===== config.mk =====
export PLATFORM = sky130hd
export DESIGN_NAME = tcb_mon_top
export DESIGN_NICKNAME = d
export VERILOG_FILES = /design/src/verilog/tcb_bus_pkg.sv /design/src/verilog/tcb_mon_pkg.sv /design/src/verilog/tcb_req_capture.sv /design/src/verilog/tcb_dly_fifo.sv /design/src/verilog/tcb_rsp_pair.sv /design/src/verilog/tcb_mon_top.sv
export VERILOG_INCLUDE_DIRS = /design/src /design/src/include
export SDC_FILE = /design/constraint.sdc
export NUM_CORES = 1
export LEC_CHECK = 0
export ABC_AREA = 1
export BUFFER_PORTS_ARGS = -buffer_cell sky130_fd_sc_hd__buf_2
export CORE_ASPECT_RATIO = 1.5
export CORE_MARGIN = 1
export CORE_UTILIZATION = 45
export DETAILED_ROUTE_END_ITERATION = 6
export HOLD_SLACK_MARGIN = 0.08
export PLACE_DENSITY_LB_ADDON = 0.1
export REMOVE_ABC_BUFFERS = 1
export SKIP_CTS_REPAIR_TIMING = 1
export SYNTH_ARGS = -nofsm -noshare
export SYNTH_HDL_FRONTEND = slang
export SYNTH_SLANG_ARGS = --single-unit

===== constraint.sdc =====
create_clock -name tcb -period 4.9 [get_ports tcb]
set_input_delay 0.49 -clock tcb [delete_from_list [all_inputs] [get_ports tcb]]
set_output_delay 0.49 -clock tcb [all_outputs]
set_load 0.02 [all_outputs]

===== src/include/tcb_mon_settings.svh =====
`ifndef TCB_MON_SETTINGS_SVH
`define TCB_MON_SETTINGS_SVH

// bus widths
`define TCB_ABW 16
`define TCB_DBW 32
// one enable bit per data byte
`define TCB_BEW (`TCB_DBW/8)

// response delay in cycles after the transfer cycle
`define TCB_DLY 2

// delay buffer depth
// must cover TCB_DLY records in flight
`define TCB_MON_DEPTH 4

// idle and back-pressure counter width
// counters saturate at all ones
`define TCB_CNT_W 16

`endif


===== src/verilog/tcb_bus_pkg.sv =====
`include "tcb_mon_settings.svh"

package tcb_bus_pkg;

  ////////////////////////////////////////////////////////////////////////////
  // bus field types
  ////////////////////////////////////////////////////////////////////////////

  // address
  typedef logic [`TCB_ABW-1:0] adr_t;
  // byte enable
  typedef logic [`TCB_BEW-1:0] ben_t;
  // read and write data
  typedef logic [`TCB_DBW-1:0] dat_t;

  ////////////////////////////////////////////////////////////////////////////
  // request record
  ////////////////////////////////////////////////////////////////////////////

  // everything sampled in the transfer cycle
  typedef struct packed {
    // optional request fields
    logic rpt;
    logic lck;
    // write enable
    // low means read
    logic wen;
    // address phase
    adr_t adr;
    ben_t ben;
    // write data, ignored on reads
    dat_t wdt;
  } tcb_req_t;

endpackage


===== src/verilog/tcb_mon_pkg.sv =====
`include "tcb_mon_settings.svh"

package tcb_mon_pkg;

  ////////////////////////////////////////////////////////////////////////////
  // counter types
  ////////////////////////////////////////////////////////////////////////////

  // idle and back-pressure counter
  typedef logic [`TCB_CNT_W-1:0] cnt_t;

  // saturation value
  localparam cnt_t CNT_MAX = '1;

  ////////////////////////////////////////////////////////////////////////////
  // timing record
  ////////////////////////////////////////////////////////////////////////////

  // cycles strictly between the previous transfer and this one
  typedef struct packed {
    // vld low cycles
    cnt_t idl;
    // vld high with rdy low
    cnt_t bpr;
  } tcb_tmg_t;

endpackage


===== src/verilog/tcb_req_capture.sv =====
`timescale 1ns/10ps
`include "tcb_mon_settings.svh"

module tcb_req_capture (
  // clock and reset
  input  logic                  tcb,
  input  logic                  rst_n,
  // bus handshake
  input  logic                  vld,
  input  logic                  rdy,
  // bus request fields
  input  logic                  rpt,
  input  logic                  lck,
  input  logic                  wen,
  input  tcb_bus_pkg::adr_t     adr,
  input  tcb_bus_pkg::ben_t     ben,
  input  tcb_bus_pkg::dat_t     wdt,
  // buffer write side
  output logic                  push,
  output tcb_bus_pkg::tcb_req_t req_in,
  output tcb_mon_pkg::tcb_tmg_t tmg_in,
  // response cycle marker
  output logic                  rsp
);

  // transfer in this cycle
  logic                trn;
  // timing counters
  tcb_mon_pkg::cnt_t   cnt_idl;
  tcb_mon_pkg::cnt_t   cnt_bpr;
  // transfer history, bit i set means transfer i+1 cycles ago
  logic [`TCB_DLY-1:0] trn_dly;

  ////////////////////////////////////////////////////////////////////////////
  // transfer and record packing
  ////////////////////////////////////////////////////////////////////////////

  assign trn  = vld & rdy;
  // one record per transfer
  assign push = trn;

  // request fields as seen in the transfer cycle
  assign req_in = '{rpt: rpt, lck: lck, wen: wen, adr: adr, ben: ben, wdt: wdt};

  // counter values describe the gap before this transfer
  assign tmg_in = '{idl: cnt_idl, bpr: cnt_bpr};

  ////////////////////////////////////////////////////////////////////////////
  // idle and back-pressure counters
  ////////////////////////////////////////////////////////////////////////////

  always_ff @(posedge tcb or negedge rst_n) begin
    if (!rst_n) begin
      cnt_idl <= '0;
      cnt_bpr <= '0;
    end else if (trn) begin
      // restart for the next gap
      cnt_idl <= '0;
      cnt_bpr <= '0;
    end else if (!vld) begin
      // idle cycle, hold at max
      if (cnt_idl != tcb_mon_pkg::CNT_MAX) begin
        cnt_idl <= cnt_idl + 1'b1;
      end
    end else begin
      // vld without rdy
      if (cnt_bpr != tcb_mon_pkg::CNT_MAX) begin
        cnt_bpr <= cnt_bpr + 1'b1;
      end
    end
  end

  // response strobe
  // transfer delayed by TCB_DLY cycles
  always_ff @(posedge tcb or negedge rst_n) begin
    if (!rst_n) begin
      trn_dly <= '0;
    end else begin
      trn_dly[0] <= trn;
      for (int i = 1; i < `TCB_DLY; i++) begin
        trn_dly[i] <= trn_dly[i-1];
      end
    end
  end

  assign rsp = trn_dly[`TCB_DLY-1];

endmodule


===== src/verilog/tcb_dly_fifo.sv =====
`timescale 1ns/10ps

module tcb_dly_fifo #(
  parameter type payload_t = logic,
  parameter int  DEPTH     = 4
) (
  // clock and reset
  input  logic     tcb,
  input  logic     rst_n,
  // write side
  input  logic     push,
  input  payload_t wdata,
  // read side
  input  logic     pop,
  output payload_t rdata,
  // occupancy flags
  output logic     full,
  output logic     empty
);

  // pointer and count widths
  localparam int PTR_W = (DEPTH > 1) ? $clog2(DEPTH) : 1;
  localparam int CNT_W = $clog2(DEPTH + 1);

  // record storage
  payload_t   mem [DEPTH];
  // pointers wrap at DEPTH
  logic [PTR_W-1:0] wr_ptr;
  logic [PTR_W-1:0] rd_ptr;
  // entries held
  logic [CNT_W-1:0] cnt;

  ////////////////////////////////////////////////////////////////////////////
  // storage
  ////////////////////////////////////////////////////////////////////////////

  always_ff @(posedge tcb) begin
    if (push) begin
      mem[wr_ptr] <= wdata;
    end
  end

  // head entry without delay
  assign rdata = mem[rd_ptr];

  ////////////////////////////////////////////////////////////////////////////
  // pointers and occupancy
  ////////////////////////////////////////////////////////////////////////////

  always_ff @(posedge tcb or negedge rst_n) begin
    if (!rst_n) begin
      wr_ptr <= '0;
      rd_ptr <= '0;
      cnt    <= '0;
    end else begin
      if (push) begin
        wr_ptr <= (wr_ptr == PTR_W'(DEPTH - 1)) ? '0 : wr_ptr + 1'b1;
      end
      if (pop) begin
        rd_ptr <= (rd_ptr == PTR_W'(DEPTH - 1)) ? '0 : rd_ptr + 1'b1;
      end
      // simultaneous push and pop keeps the count
      case ({push, pop})
        2'b10:   cnt <= cnt + 1'b1;
        2'b01:   cnt <= cnt - 1'b1;
        default: cnt <= cnt;
      endcase
    end
  end

  assign full  = (cnt == CNT_W'(DEPTH));
  assign empty = (cnt == '0);

endmodule


===== src/verilog/tcb_rsp_pair.sv =====
`timescale 1ns/10ps

module tcb_rsp_pair (
  // clock and reset
  input  logic                  tcb,
  input  logic                  rst_n,
  // response cycle marker
  input  logic                  rsp,
  // buffer heads
  input  tcb_bus_pkg::tcb_req_t req_out,
  input  tcb_mon_pkg::tcb_tmg_t tmg_out,
  // bus response
  input  tcb_bus_pkg::dat_t     rdt,
  input  logic                  err,
  // buffer read side
  output logic                  pop,
  // log record
  output logic                  log_vld,
  output logic                  log_rpt,
  output logic                  log_lck,
  output logic                  log_wen,
  output tcb_bus_pkg::adr_t     log_adr,
  output tcb_bus_pkg::ben_t     log_ben,
  output tcb_bus_pkg::dat_t     log_dat,
  output logic                  log_err,
  output tcb_mon_pkg::cnt_t     log_idl,
  output tcb_mon_pkg::cnt_t     log_bpr
);

  // data shown in the log
  tcb_bus_pkg::dat_t dat;

  ////////////////////////////////////////////////////////////////////////////
  // pairing
  ////////////////////////////////////////////////////////////////////////////

  // both heads retire together in the response cycle
  assign pop = rsp;

  // write data from the queue, read data from the bus
  assign dat = req_out.wen ? req_out.wdt : rdt;

  ////////////////////////////////////////////////////////////////////////////
  // log registers
  ////////////////////////////////////////////////////////////////////////////

  // single-cycle strobe
  always_ff @(posedge tcb or negedge rst_n) begin
    if (!rst_n) begin
      log_vld <= 1'b0;
    end else begin
      log_vld <= rsp;
    end
  end

  // record fields
  // only meaningful while log_vld is high
  always_ff @(posedge tcb) begin
    if (rsp) begin
      log_rpt <= req_out.rpt;
      log_lck <= req_out.lck;
      log_wen <= req_out.wen;
      log_adr <= req_out.adr;
      log_ben <= req_out.ben;
      log_dat <= dat;
      // err belongs to the response cycle
      log_err <= err;
      log_idl <= tmg_out.idl;
      log_bpr <= tmg_out.bpr;
    end
  end

endmodule


===== src/verilog/tcb_mon_top.sv =====
`timescale 1ns/10ps
`include "tcb_mon_settings.svh"

module tcb_mon_top (
  // clock and reset
  input  logic              tcb,
  input  logic              rst_n,
  // observed bus
  input  logic              vld,
  input  logic              rdy,
  input  logic              rpt,
  input  logic              lck,
  input  logic              wen,
  input  tcb_bus_pkg::adr_t adr,
  input  tcb_bus_pkg::ben_t ben,
  input  tcb_bus_pkg::dat_t wdt,
  input  tcb_bus_pkg::dat_t rdt,
  input  logic              err,
  // log record
  output logic              log_vld,
  output logic              log_rpt,
  output logic              log_lck,
  output logic              log_wen,
  output tcb_bus_pkg::adr_t log_adr,
  output tcb_bus_pkg::ben_t log_ben,
  output tcb_bus_pkg::dat_t log_dat,
  output logic              log_err,
  output tcb_mon_pkg::cnt_t log_idl,
  output tcb_mon_pkg::cnt_t log_bpr
);

  // buffer strobes
  logic                  push;
  logic                  pop;
  logic                  rsp;
  // records into and out of the buffers
  tcb_bus_pkg::tcb_req_t req_in;
  tcb_bus_pkg::tcb_req_t req_out;
  tcb_mon_pkg::tcb_tmg_t tmg_in;
  tcb_mon_pkg::tcb_tmg_t tmg_out;

  ////////////////////////////////////////////////////////////////////////////
  // producer
  ////////////////////////////////////////////////////////////////////////////

  tcb_req_capture u_capture (
    .tcb (tcb), .rst_n (rst_n),
    .vld (vld), .rdy (rdy),
    .rpt (rpt), .lck (lck), .wen (wen),
    .adr (adr), .ben (ben), .wdt (wdt),
    .push (push), .req_in (req_in), .tmg_in (tmg_in), .rsp (rsp)
  );

  // request records
  tcb_dly_fifo #(.payload_t (tcb_bus_pkg::tcb_req_t), .DEPTH (`TCB_MON_DEPTH)) u_req_fifo (
    .tcb (tcb), .rst_n (rst_n),
    .push (push), .wdata (req_in), .pop (pop), .rdata (req_out),
    .full (), .empty ()
  );

  // timing records
  // same strobes as the request buffer
  tcb_dly_fifo #(.payload_t (tcb_mon_pkg::tcb_tmg_t), .DEPTH (`TCB_MON_DEPTH)) u_tmg_fifo (
    .tcb (tcb), .rst_n (rst_n),
    .push (push), .wdata (tmg_in), .pop (pop), .rdata (tmg_out),
    .full (), .empty ()
  );

  ////////////////////////////////////////////////////////////////////////////
  // consumer
  ////////////////////////////////////////////////////////////////////////////

  tcb_rsp_pair u_pair (
    .tcb (tcb), .rst_n (rst_n),
    .rsp (rsp), .req_out (req_out), .tmg_out (tmg_out),
    .rdt (rdt), .err (err), .pop (pop),
    .log_vld (log_vld), .log_rpt (log_rpt), .log_lck (log_lck),
    .log_wen (log_wen), .log_adr (log_adr), .log_ben (log_ben),
    .log_dat (log_dat), .log_err (log_err),
    .log_idl (log_idl), .log_bpr (log_bpr)
  );

endmodule


==> results.json <==
{
  "core_sq_um": 40300,
  "layout.cell_area.non_filler_sq_um": 21200,
  "cts_max_level": 2,
  "clkLatencyLatePin_ps": 560,
  "period_needed_ps": 3120,
  "grt_max_degree": 69,
  "antenna_found_initial": 3,
  "multi_input_area_sq_um": 3680,
  "slew_viol_final": 0,
  "fin_util_pct": 52.6,
  "netlist_top_cells_area": "edfxtp_1, o21ai_0, dfrtp_1",
  "power.density_nw_per_um2": 510,
  "gr-total-overflow": 0,
  "fin_skew_ps": 15.1,
  "grt_pass1_vias": 10700,
  "avgSynthCellArea_sq_um": 13.4,
  "fin_nets": 1662,
  "leakage_nw": 7.64,
  "portBuffers": 180,
  "clockRootBuffer": "clkbuf_16",
  "dp_hpwl_um": 21800,
  "tns_ps": 0,
  "fin_ws_ps": 1780,
  "crit_buf_inv": 2,
  "synth.distinct_cells": 30,
  "ys_seq_area_share_pct": 77.0,
  "dieHeight_um": 250,
  "cp_max_fo": 65,
  "hp-start": "err",
  "ant_nets": 0,
  "worst_pin_slew_ps": 1110,
  "power_mw": 10.8,
  "start_util_pct": 45.6,
  "wl_um": 38800,
  "yosysWarnings": 0,
  "fmax_ghz": 0.321,
  "crit_path_top_delay_cell": "dfrtp_4",
  "crit_path_start_kind": "flip-flop",
  "yosys_most_used_dff": "edfxtp_1",
  "status": "completed",
  "dpl_worst_slack_ps": 1720,
  "endpoint_kind": "flip-flop",
  "seqCellArea_sq_um": 14200,
  "place_inst": 2017,
  "post-route-period-util_pct": 63.6,
  "first_iter_violations": 678,
  "irDropWorstVdd_uv": 276,
  "crit_chain": "inv_2, nor2_1, o22ai_4, buf_4, o21ai_0",
  "drtPass1Iterations": 5,
  "max_cap_violations": 0,
  "grt_usage_pct": 18.6,
  "setup_viol": 0,
  "crit_arrival_ps": 3410,
  "clock_path_buffers": 3,
  "vias": 11100,
  "synth.top_cell.area_share_pct": 71.2,
  "synth_enable_flop_cells": 436,
  "crit_type": "flip-flop to flip-flop",
  "cp_top_family": "buffers and inverters",
  "dieWidth_um": 167,
  "wl_per_cell_um": 18.5,
  "fillerInstances": 3451,
  "cts_tree": "built",
  "min_path_type": "input pin to flip-flop",
  "hold_ws_ps": 117,
  "rows": 90,
  "synthArstFlopShare_pct": 8.98,
  "synth_common_cells": "edfxtp_1, o21ai_0, nor2_1",
  "critPathRequiredTime_ps": 5190,
  "maxSlewHeadroom_pct": 25.9,
  "crit_start": "u_req_fifo.rd_ptr[0]",
  "cp_slowest_stage_delay_ps": 750,
  "drive_above_1_share_pct": 18.1,
  "synth-seq-cells": 479,
  "syn-instance-count": 1378,
  "synth_top_area_cell": "edfxtp_1",
  "place_congestion": 0.806,
  "place_area_sq_um": 19900,
  "final_cells": 2098,
  "drc_errors": 0,
  "rsz0062_at_grt": "false",
  "grt_pass1_wl_um": 59600,
  "syn2layout_area_growth_pct": 15.2,
  "cts_buffers": 44,
  "pin_count": 181,
  "synth_area_sq_um": 18400,
  "cts_sinks": 479,
  "via_per_inst": 5.27,
  "n_antenna_cell": 0,
  "path_clk_slew_ps": 60,
  "hold_viol": 0,
  "dieArea_sq_um": 41700,
  "synth.most_common_cell": "edfxtp_1",
  "r2r_start": "u_req_fifo.rd_ptr[0]"
}
## sequential cells by signal (all words and copies together), names as in the netlist, 2 cells and up
register / flops
u_req_fifo.mem: 220
u_pair.log_adr: 16
u_req_fifo.wr_ptr: 2
u_capture.trn_dly: 2
u_pair.log_idl: 16
u_tmg_fifo.mem: 128
u_capture.cnt_bpr: 16
u_tmg_fifo.wr_ptr: 2
u_capture.cnt_idl: 16
u_pair.log_dat: 32
u_pair.log_bpr: 16
u_tmg_fifo.rd_ptr: 2
u_pair.log_ben: 4
u_req_fifo.rd_ptr: 2
## where the power goes
group | leakage [nW] | total (mW) | switching [mW] | internal (mW)
sequential | 4.60 | 5.27 | 0.202 | 5.07
clock | 0.665 | 3.24 | 1.46 | 1.79
combinational | 2.37 | 2.30 | 1.61 | 0.688
## worst reg2reg max path, cell delays in order (launching register included)
cell and delay (ps):
dfrtp_4 750, inv_2 720, nor2_1 160, o22ai_4 600
buf_4 460, o21ai_0 160
## final timing paths
kind / cells past startpoint / endpoint / slack (ps)
setup / recovery: 5 / u_pair.log_dat[15] / 1780
hold / removal: 1 / u_pair.log_err / 120
setup reg to reg: 5 / u_pair.log_dat[15] / 1780
hold reg to reg: 0 / u_capture.trn_dly[1] / 360
max in group asynchronous: 3 / u_req_fifo.rd_ptr[0] / 3830
min in group asynchronous: 3 / u_capture.cnt_bpr[6] / 590
## logic make-up (layout without fill, tap and decap cells)
kind of cell / count (synthesis) / after routing / synth area share (%)
DFF: 479 / 479 / 77.0
and+or+nand+nor: 396 / 396 / 8.63
AOI/OAI and AO/OA: 336 / 336 / 9.85
buffers and inverters: 146 / 360 / 3.28
adders and majority gates: 12 / 12 / 0.816
xor gates and xnor gates: 9 / 9 / 0.428
## cell type report
class | count | share of cell area [%]
clock buffer | 53 | 5.45
clock inverter | 27 | 0.891
sequential | 479 | 66.9
multi-input combinational | 753 | 17.4
tap | 506 | 2.99
timing repair buffer | 204 | 5.11
inverter | 76 | 1.35
## layer usage
layer / GRT usage (%) / vias to the layer above / share of wire (%)
met3: 2.95 / 64 / 4.3
met5: 0 / - / 0.11
met4: 5.66 / 6 / 2.1
met1: 21.8 / 5428 / 40
li1: - / 5333 / -
met2: 34.5 / 235 / 53
## layout by cell type, fill, tap and decap left out, types with 6 or more instances in the layout
master     instances
xor2_1             6
nor2_2             7
dfrtp_1           40
buf_2            180
nand2_1          119
ha_1              12
inv_1             75
buf_4             23
o22ai_1           86
nand3_1           39
nor2_1           211
o21ai_0          222
clkinv_2          11
clkbuf_16         44
clkinv_1          11
o21ai_1           21
edfxtp_1         436
clkbuf_1           7
Note: power is estimated with default switching activity, not from simulation.
